[config.mk]
export PLATFORM = sky130hd
export DESIGN_NAME = mem_share_top
export DESIGN_NICKNAME = d
export VERILOG_FILES = /design/src/mem_share_pkg.sv /design/src/beat_counter.sv /design/src/cmd_select.sv /design/src/mem_share_top.sv /design/src/rr_arbiter.sv /design/src/shared_mem.sv /design/src/xfer_fsm.sv
export SDC_FILE = /design/constraint.sdc
export NUM_CORES = 1
export LEC_CHECK = 0
export BUFFER_PORTS_ARGS = -buffer_cell sky130_fd_sc_hd__buf_4
export CORE_AREA = 5 5 371 373
export CTS_CLUSTER_DIAMETER = 80
export CTS_CLUSTER_SIZE = 20
export DETAILED_ROUTE_END_ITERATION = 10
export DIE_AREA = 0 0 376 378
export PLACE_DENSITY_LB_ADDON = 0.05
export SLEW_MARGIN = 15
export SYNTH_ARGS = -nofsm -noshare
export SYNTH_HDL_FRONTEND = slang
export SYNTH_SLANG_ARGS = --single-unit
[constraint.sdc]
create_clock -name clk -period 2.9 [get_ports clk]
set_clock_uncertainty 0.15 [all_clocks]
set_input_delay 0.435 -clock clk [delete_from_list [all_inputs] [get_ports clk]]
set_output_delay 0.435 -clock clk [all_outputs]
set_load 0.03 [all_outputs]
[src/mem_share_pkg.sv]
package mem_share_pkg;

  localparam int NUM_REQ = 4;                  // requesters sharing the memory
  localparam int ADDR_W  = 6;                  // 64 words
  localparam int DATA_W  = 16;
  localparam int BEAT_W  = 4;                  // a read moves beats + 1 words
  localparam int PAD_W   = DATA_W - BEAT_W;    // read view filler so both views line up

  // last-grant pointer after reset sits on the top requester so requester 0 wins first
  localparam logic [NUM_REQ-1:0] INIT_GRANT = {1'b1, {(NUM_REQ-1){1'b0}}};

  localparam logic OP_WRITE = 1'b0;
  localparam logic OP_READ  = 1'b1;

  localparam logic ST_IDLE = 1'b0;             // waiting for a grant
  localparam logic ST_XFER = 1'b1;             // one access per cycle

  // 23-bit command word, op and addr sit at the same place in both views
  typedef union packed {
    struct packed {
      logic              op;
      logic [ADDR_W-1:0] addr;
      logic [DATA_W-1:0] data;
    } wr;
    struct packed {
      logic              op;
      logic [ADDR_W-1:0] addr;
      logic [PAD_W-1:0]  pad;
      logic [BEAT_W-1:0] beats;
    } rd;
  } mem_cmd_u;

endpackage

[src/beat_counter.sv]
`timescale 1ns/1ps

module beat_counter (
  input  logic                            clk,
  input  logic                            rst_n,
  input  logic                            load,
  input  logic [mem_share_pkg::BEAT_W-1:0] count,
  input  logic                            step,
  output logic                            last
);
  import mem_share_pkg::*;

  logic [BEAT_W-1:0] remaining;               // accesses left after the current one

  always_ff @(posedge clk or negedge rst_n) begin
    if (!rst_n) begin
      remaining <= '0;
    end else if (load) begin
      remaining <= count;
    end else if (step && (remaining != '0)) begin
      remaining <= remaining - 1'b1;
    end
  end

  assign last = (remaining == '0);

endmodule

[src/cmd_select.sv]
`timescale 1ns/1ps

module cmd_select (
  input  logic                                                 clk,
  input  logic                                                 rst_n,
  input  logic [mem_share_pkg::NUM_REQ-1:0]                    grant,
  input  mem_share_pkg::mem_cmd_u [mem_share_pkg::NUM_REQ-1:0] cmd,
  input  logic                                                 capture,
  input  logic                                                 advance,
  output logic                                                 op,
  output logic [mem_share_pkg::ADDR_W-1:0]                     addr,
  output logic [mem_share_pkg::DATA_W-1:0]                     wdata,
  output logic [mem_share_pkg::BEAT_W-1:0]                     beats,
  output logic [mem_share_pkg::NUM_REQ-1:0]                    owner
);
  import mem_share_pkg::*;

  mem_cmd_u sel_cmd;
  mem_cmd_u cmd_q;

  always_comb begin
    sel_cmd = '0;
    for (int i = 0; i < NUM_REQ; i++) begin
      if (grant[i]) sel_cmd = cmd[i];         // grant is one-hot so at most one hit
    end
  end

  // op and beats are needed in the capture cycle to size the transfer
  assign op    = sel_cmd.wr.op;
  assign beats = sel_cmd.rd.beats;
  assign wdata = cmd_q.wr.data;

  always_ff @(posedge clk) begin
    if (capture) cmd_q <= sel_cmd;
  end

  always_ff @(posedge clk or negedge rst_n) begin
    if (!rst_n) begin
      owner <= '0;
      addr  <= '0;
    end else if (capture) begin
      owner <= grant;
      addr  <= sel_cmd.wr.addr;
    end else if (advance) begin
      addr  <= addr + 1'b1;                   // 63 rolls over to 0
    end
  end

endmodule

[src/mem_share_top.sv]
`timescale 1ns/1ps

module mem_share_top (
  input  logic                                                 clk,
  input  logic                                                 rst_n,
  input  logic [mem_share_pkg::NUM_REQ-1:0]                    req,
  input  mem_share_pkg::mem_cmd_u [mem_share_pkg::NUM_REQ-1:0] cmd,
  output logic [mem_share_pkg::NUM_REQ-1:0]                    grant,
  output logic [mem_share_pkg::NUM_REQ-1:0]                    done,
  output logic                                                 rd_valid,
  output logic [mem_share_pkg::DATA_W-1:0]                     rd_data
);
  import mem_share_pkg::*;

  logic               op;
  logic [ADDR_W-1:0]  addr;
  logic [DATA_W-1:0]  wdata;
  logic [BEAT_W-1:0]  beats;
  logic [NUM_REQ-1:0] owner;
  logic               capture;
  logic [BEAT_W-1:0]  load_count;
  logic               step;
  logic               advance;
  logic               we;
  logic               re;
  logic               last;

  rr_arbiter rr_arbiter_inst (
    .clk   (clk),
    .rst_n (rst_n),
    .req   (req),
    .free  (done),                            // a finished transfer releases its grant
    .grant (grant)
  );

  cmd_select cmd_select_inst (
    .clk     (clk),
    .rst_n   (rst_n),
    .grant   (grant),
    .cmd     (cmd),
    .capture (capture),
    .advance (advance),
    .op      (op),
    .addr    (addr),
    .wdata   (wdata),
    .beats   (beats),
    .owner   (owner)
  );

  beat_counter beat_counter_inst (
    .clk   (clk),
    .rst_n (rst_n),
    .load  (capture),
    .count (load_count),
    .step  (step),
    .last  (last)
  );

  xfer_fsm xfer_fsm_inst (
    .clk        (clk),
    .rst_n      (rst_n),
    .grant      (grant),
    .op         (op),
    .beats      (beats),
    .owner      (owner),
    .last       (last),
    .capture    (capture),
    .load_count (load_count),
    .step       (step),
    .advance    (advance),
    .we         (we),
    .re         (re),
    .done       (done)
  );

  shared_mem shared_mem_inst (
    .clk      (clk),
    .rst_n    (rst_n),
    .we       (we),
    .re       (re),
    .addr     (addr),
    .wdata    (wdata),
    .rdata    (rd_data),
    .rd_valid (rd_valid)
  );

endmodule

[src/rr_arbiter.sv]
`timescale 1ns/1ps

module rr_arbiter (
  input  logic                             clk,
  input  logic                             rst_n,
  input  logic [mem_share_pkg::NUM_REQ-1:0] req,
  input  logic [mem_share_pkg::NUM_REQ-1:0] free,
  output logic [mem_share_pkg::NUM_REQ-1:0] grant
);
  import mem_share_pkg::*;

  logic               busy;
  logic               grab;
  logic [NUM_REQ-1:0] last_grant;
  logic [NUM_REQ-1:0] next_grant;

  // lowest set bit of vec as a one-hot word
  function automatic logic [NUM_REQ-1:0] first_set(input logic [NUM_REQ-1:0] vec);
    logic [NUM_REQ-1:0] hot;
    hot = '0;
    for (int i = NUM_REQ - 1; i >= 0; i--) begin
      if (vec[i]) begin
        hot    = '0;
        hot[i] = 1'b1;
      end
    end
    return hot;
  endfunction

  // first request above the last granted index, searching upward with wrap
  function automatic logic [NUM_REQ-1:0] rotate_pick(
    input logic [NUM_REQ-1:0] last,
    input logic [NUM_REQ-1:0] request
  );
    logic [2*NUM_REQ-1:0] req_twice;
    logic [2*NUM_REQ-1:0] hot_twice;
    logic [NUM_REQ-1:0]   pick;
    req_twice = {request, request};
    hot_twice = '0;
    pick      = '0;
    for (int i = 0; i < NUM_REQ; i++) begin
      if (last[i]) begin
        hot_twice = {2{first_set(req_twice[i+1 +: NUM_REQ])}};  // search from index i+1
        pick      = hot_twice[NUM_REQ-1-i +: NUM_REQ];           // rotate back into place
      end
    end
    return pick;
  endfunction

  assign next_grant = rotate_pick(last_grant, req);
  assign grab       = !busy && (req != '0);

  // idle grants follow req in the same cycle, a busy grant is the held pointer
  assign grant = grab ? next_grant : (busy ? last_grant : '0);

  always_ff @(posedge clk or negedge rst_n) begin
    if (!rst_n) begin
      busy <= 1'b0;
    end else if ((grant & free) != '0) begin
      busy <= 1'b0;                           // owner finished, reopen arbitration
    end else if (grab) begin
      busy <= 1'b1;
    end
  end

  always_ff @(posedge clk or negedge rst_n) begin
    if (!rst_n) begin
      last_grant <= INIT_GRANT;
    end else if (grab) begin
      last_grant <= next_grant;
    end
  end

endmodule

[src/shared_mem.sv]
`timescale 1ns/1ps

module shared_mem (
  input  logic                            clk,
  input  logic                            rst_n,
  input  logic                            we,
  input  logic                            re,
  input  logic [mem_share_pkg::ADDR_W-1:0] addr,
  input  logic [mem_share_pkg::DATA_W-1:0] wdata,
  output logic [mem_share_pkg::DATA_W-1:0] rdata,
  output logic                            rd_valid
);
  import mem_share_pkg::*;

  localparam int DEPTH = 1 << ADDR_W;

  logic [DATA_W-1:0] mem [DEPTH];

  // single port, a cycle carries either a write or a read
  always_ff @(posedge clk) begin
    if (we) begin
      mem[addr] <= wdata;
    end else if (re) begin
      rdata <= mem[addr];
    end
  end

  always_ff @(posedge clk or negedge rst_n) begin
    if (!rst_n) begin
      rd_valid <= 1'b0;
    end else begin
      rd_valid <= re && !we;                  // marks rdata one cycle after the read
    end
  end

endmodule

[src/xfer_fsm.sv]
`timescale 1ns/1ps

module xfer_fsm (
  input  logic                             clk,
  input  logic                             rst_n,
  input  logic [mem_share_pkg::NUM_REQ-1:0] grant,
  input  logic                             op,
  input  logic [mem_share_pkg::BEAT_W-1:0]  beats,
  input  logic [mem_share_pkg::NUM_REQ-1:0] owner,
  input  logic                             last,
  output logic                             capture,
  output logic [mem_share_pkg::BEAT_W-1:0]  load_count,
  output logic                             step,
  output logic                             advance,
  output logic                             we,
  output logic                             re,
  output logic [mem_share_pkg::NUM_REQ-1:0] done
);
  import mem_share_pkg::*;

  logic state;
  logic op_q;                                 // operation of the running transfer
  logic access;

  assign capture    = (state == ST_IDLE) && (grant != '0);
  assign load_count = (op == OP_READ) ? beats : '0;  // writes are a single access

  assign access  = (state == ST_XFER);
  assign step    = access;
  assign advance = access;
  assign we      = access && (op_q == OP_WRITE);
  assign re      = access && (op_q == OP_READ);

  // done doubles as the arbiter's free strobe
  assign done = (access && last) ? owner : '0;

  always_ff @(posedge clk or negedge rst_n) begin
    if (!rst_n) begin
      state <= ST_IDLE;
      op_q  <= OP_WRITE;
    end else begin
      case (state)
        ST_IDLE: begin
          if (capture) begin
            state <= ST_XFER;
            op_q  <= op;
          end
        end
        ST_XFER: begin
          if (last) state <= ST_IDLE;         // final access of the transfer
        end
        default: state <= ST_IDLE;
      endcase
    end
  end

endmodule
### Yosys cells after proc, flatten, opt, wreduce, memory -nomap -nowiden

Memories as Yosys holds them, arrays and structs flattened. A register that Yosys moved wholly into a read port is not among the register bits.
Index checks and enable logic that the tools add are counted.

| cells by class | value |
|---|---|
| $add $sub $neg | 2 |
| muxes and demuxes | 39 |
| bitwise operators | 4 |
| reductions and logical operators | 19 |

Operator list:

| cell | number |
|---|---|
| 4-bit two-way mux | 26 |
| 23-bit two-way mux | 4 |
| 4-bit nonzero test | 4 |
| 6-bit two-way mux | 2 |
| 1-bit logical AND | 7 |
| 6-bit by 1-bit adder with 6-bit output (second input constant) | 1 |
| 1-bit two-way mux | 6 |
| 2-bit nonzero test | 3 |
| 4-bit AND | 1 |
| 4-bit logical NOT | 1 |
| 2-bit AND reduction | 2 |
| 4-bit by 1-bit subtractor with 4-bit output (second input constant) | 1 |
| 1-bit inverter | 3 |
| 1-bit logical NOT | 2 |
| 1-bit one-hot mux with 2 select lines | 1 |

| word-level totals | value |
|---|---|
| register bits | 38 |
| RAM bits | 1024 |
| output and inout bits | 25 |
| memories kept | 1 |

Memories:

| name | words | bits a word | read ports | clocked after memory_dff | write ports | RTL line | text |
|---|---|---|---|---|---|---|---|
| shared_mem_inst.mem | 64 | 16 | 1 | 1 | 1 | shared_mem.sv:17 | `logic [DATA_W-1:0] mem [DEPTH];` |

### Longest topological paths before layout

| logic depth | value |
|---|---|
| word-level depth | 15 |
| gate-level depth with buffers | 12 |
| mapped depth without buffers | 9 |

### By module

Synthesis repeated with hierarchy kept, for this count alone.

| second synthesis, totals | value |
|---|---|
| cells, all modules | 2407 |
| area total of the unflattened synthesis | 42701.0 sq um |

Modules (own cells, without submodules):

| module | times used | cells each | area each (sq um) |
|---|---|---|---|
| shared_mem | 1 | 2139 | 40065.9 |
| cmd_select | 1 | 180 | 1815.5 |
| rr_arbiter | 1 | 44 | 376.6 |
| beat_counter | 1 | 27 | 270.3 |
| xfer_fsm | 1 | 17 | 172.7 |

### Least setup slack after synthesis

OpenSTA, ideal clock, no wires.

| path | value |
|---|---|
| path type | register -> register |
| from | register cmd_select_inst.addr[1] (netlist bit) |
| to | memory shared_mem_inst.mem[10][0] (enable) |
| data arrival time | 2568 ps |
| data required time | 2362 ps |
| path slack | -207 ps |
| cell stages (with the launch flop) | 8 |
| path buffers | 4 |
| clock period less this slack | 3107 ps |
| cells stage by stage | dfrtp_1 > clkbuf_1 > nor3b_1 > buf_2 > buf_1 > clkbuf_1 > nand2_1 > nor2_1 |

RTL lines:

| item | RTL line | text |
|---|---|---|
| from (decl) | cmd_select.sv:11 | `output logic [mem_share_pkg::ADDR_W-1:0] addr,` |
| from (signal assigned) | cmd_select.sv:43 | `addr <= sel_cmd.wr.addr;` |
| from (signal assigned) | cmd_select.sv:45 | `addr <= addr + 1'b1;` |
| to (decl) | shared_mem.sv:17 |  |

No word-level cell before the write port.

==> metrics.md <==
| Metric | Value |
|---|---|
| CP arrival | `3.12 ns` |
| Vias in the first global route | `about 24000` |
| TNS Setup | `0 ns` |
| DRT antenna net count | `0` |
| TritonCTS clock tree | `yes` |
| Share of the synthesized area in the top cell type | `about four fifths` |
| CTS Buffer Depth | `3` |
| Final hold slack | `a little under 0.05 ns` |
| Setup crit end kind | `register` |
| Seq/Total Area, Yosys | `between 80% and 90%` |
| Ys flop type | `edfxtp_1` |
| FMAX | `about 350 MHz` |
| Post-synth EDFFs | `between 1000 and 1500` |
| Worst IR drop on VDD | `~460 µV` |
| Via count | `23800` |
| P_sw | `around 14 mW` |
| Initial core utilization | `~30%` |
| Pwr Density | `approximately 850 nW/µm²` |
| Setup ws final | `between 0.03 and 0.04 ns` |
| Async S/R FF share, synth | `~2.0%` |
| Synth top area cells | `edfxtp_1, a22oi_1, a221oi_1` |
| Final Hold Viols | `0` |
| Syn Inst Count | `2227` |
| Comb power frac | `32.8%` |
| Final wirelength | `between 100000 and 150000 µm` |
| Row Count | `135` |
| Clk pwr share | `approximately 23%` |
| Share of layout cells above drive strength 1 | `roughly 28%` |
| Sw Ratio | `around a third` |
| Clock transition at the registers of the reported paths | `0.09 ns` |
| Critical path peak fanout | `20` |
| Global route overflow | `0` |
| MaxCap Viol Count | `0` |
| Fin util | `between 30% and 40%` |
| H-tree levels | `3` |
| Synth cell types | `60` |
| CTS Buf Count | `67` |
| Hold crit path type | `in -> reg` |
| Pins Over Slew Limit | `0` |
| P_int | `around 28 mW` |
| Worst Setup Path Type | `reg -> reg` |
| Minimum clock period | `about 2.9 ns` |
| Top Ports | `between 100 and 150` |
| WL/cell | `approximately 32 µm` |
| Most frequent cells in the layout | `edfxtp_1, buf_4, a22oi_1` |
| Area growth syn-to-layout | `23.5%` |
| Detailed Route Iter0 Violations | `between 2000 and 2500` |
| Synth Area per Inst | `roughly 18 µm²` |
| WP data required | `3.16 ns` |
| Relative slew slack | `between 30% and 40%` |
| Post-DP HPWL | `between 90000 and 100000 µm` |
| Most common cell after layout, fill and taps aside | `edfxtp_1` |
| Worst-margin pin slew | `around 0.96 ns` |
| Nets | `between 2000 and 3000` |
| DRC Markers | `0` |
| Worst-skew pair later-pin latency | `0.66 ns` |
| Drt first pass iters | `5` |
| Tot GR Track Use | `between 10% and 20%` |
| Core Region | `~130000 µm²` |
| RSZ-0062 raised after global routing | `yes` |
| Chip Width | `about 380 µm` |
| Clock sinks | `roughly 1100` |
| Static Leakage | `between 15 and 20 nW` |
| Status | `complete, no violations` |
| Tcrit/Tclk final | `~99%` |
| Total power | `between 40 and 50 mW` |
| Die area | `between 100000 and 150000 µm²` |
| Seq pwr share | `between 40 and 50%` |
| Post-Place Worst Slack | `-0.529 ns` |
| First-pass GRT wire length | `198000 µm` |
| Largest net degree at the start of global routing | `65` |
| Leading area contributor after synthesis | `edfxtp_1` |
| Port Buf Inserts | `between 100 and 150` |
| Die Height | `~380 µm` |
| Initial antenna violation count | `1` |
| Ys Warns | `0` |
| Final Wtd Congestion | `around 0.8` |
| Setup-failing EPs final | `0` |
| Syn nets | `2328` |
| Post-DR vias/cell | `about 5.3` |
| CP startpoint kind | `register` |
| Clock root buffer | `clkbuf_16` |
| Cell area after synthesis | `between 30000 and 40000 µm²` |
| #FFs+latches synth | `1078` |
[critical path: stages (launching register included)]
cell and delay [ns]:
dfrtp_2 0.49, and3_4 0.26, buf_6 0.23, buf_4 0.17, a22o_1 0.21, a221oi_1 0.36, a31oi_1 0.17, buf_4 0.19
nor4_1 0.30, nand2_1 0.09
[cell type report]
class | count | area, µm²
Sequential cell | 1078 | 32300
Multi-Input combinational cell | 978 | 7600
Clock buffer | 76 | 1800
Timing Repair Buffer | 537 | 5200
Tap cell | 1781 | 2230
Clock inverter | 14 | 113
Antenna cell | 1 | 2.50
Inverter | 14 | 60.1
Fill cell | 12600 | 85000
[logic make-up after synthesis]
| logic type | synth area share (%) |
|---|---|
| AOI/OAI and AO/OA | 14.3 |
| adders and majority gates | 0.0941 |
| muxes | 0.0376 |
| buffers and inverters | 1.77 |
| DFF | 80.9 |
| xor gates and xnor gates | 0.0879 |
| and+or+nand+nor | 2.80 |
[per-stage QoR]
step | instances | area, µm²
floorplan | 2227 | 39900
CTS | 4477 | 49100
detailed placement | 4363 | 46600
global placement | 4361 | 46600
global route | 4478 | 49300
finish | 4479 | 49300
[power by group through the flow]
stage | clock network [mW] | registers, mW | logic (mW)
finish | 9.67 | 18.6 | 13.8
global route | 10.5 | 18.7 | 14.6
CTS | 10.0 | 18.6 | 13.8
detailed placement | 0 | 19.0 | 13.3
global placement | 0 | 19.0 | 13.3
floorplan | 0 | 19.1 | 5.21
[synth_stat cells (all sizes together) (5+ instances only)]
library cell,count
a41oi,39
nand3,10
a221oi,92
nor3,9
a22o,92
a22oi,337
a21oi,10
o21ai,36
nor2b,8
edfxtp,1056
clkbuf,116
a31oi,88
and2,7
buf,42
nand2,49
nor2,84
inv,14
nor4b,5
a221o,21
nor4,33
dfrtp,21
[layer usage]
layer | up-vias | track usage, % | part of all wire (%)
li1 | 10300 | - | -
met1 | 12700 | 28.0 | 46
met2 | 700 | 32.3 | 47
met3 | 121 | 2.64 | 4.7
met4 | 2 | 5.24 | 2.3
met5 | - | 0 | 0.0091
[worst paths after layout]
check / start / end / slack [ns] / cells past startpoint
max: cmd_select_inst.addr[2] / shared_mem_inst.rdata[8] / 0.04 / 9
min: req[2] / rr_arbiter_inst.last_grant[3] / 0.05 / 4
max reg2reg: cmd_select_inst.addr[2] / shared_mem_inst.rdata[8] / 0.04 / 9
min reg2reg: cmd_select_inst.owner[2] / cmd_select_inst.owner[2] / 0.33 / 2
max in group asynchronous: rst_n / rr_arbiter_inst.last_grant[3] / 2.21 / 2
min in group asynchronous: rst_n / cmd_select_inst.owner[0] / 0.09 / 2
[state kept, by name, indices dropped and copies added, names as in the netlist]
register / flops
cmd_select_inst.cmd_q: 16
cmd_select_inst.owner: 4
cmd_select_inst.addr: 6
xfer_fsm_inst.advance: 1
beat_counter_inst.remaining: 4
shared_mem_inst.mem: 1024
rr_arbiter_inst.last_grant: 4
xfer_fsm_inst.op_q: 1
rr_arbiter_inst.busy: 1
shared_mem_inst.rd_valid: 1
shared_mem_inst.rdata: 16
[what timing repair did]
item                                    CTS  global route
buffers inserted                          8             0
gates cloned                              0             1
endpoints found under the setup margin   92            15
pin swaps                                12             9
gates resized for setup                  49            34
hold endpoints to repair                 39             0
hold buffers                             19             0
Note: power is estimated with default switching activity, not from simulation.
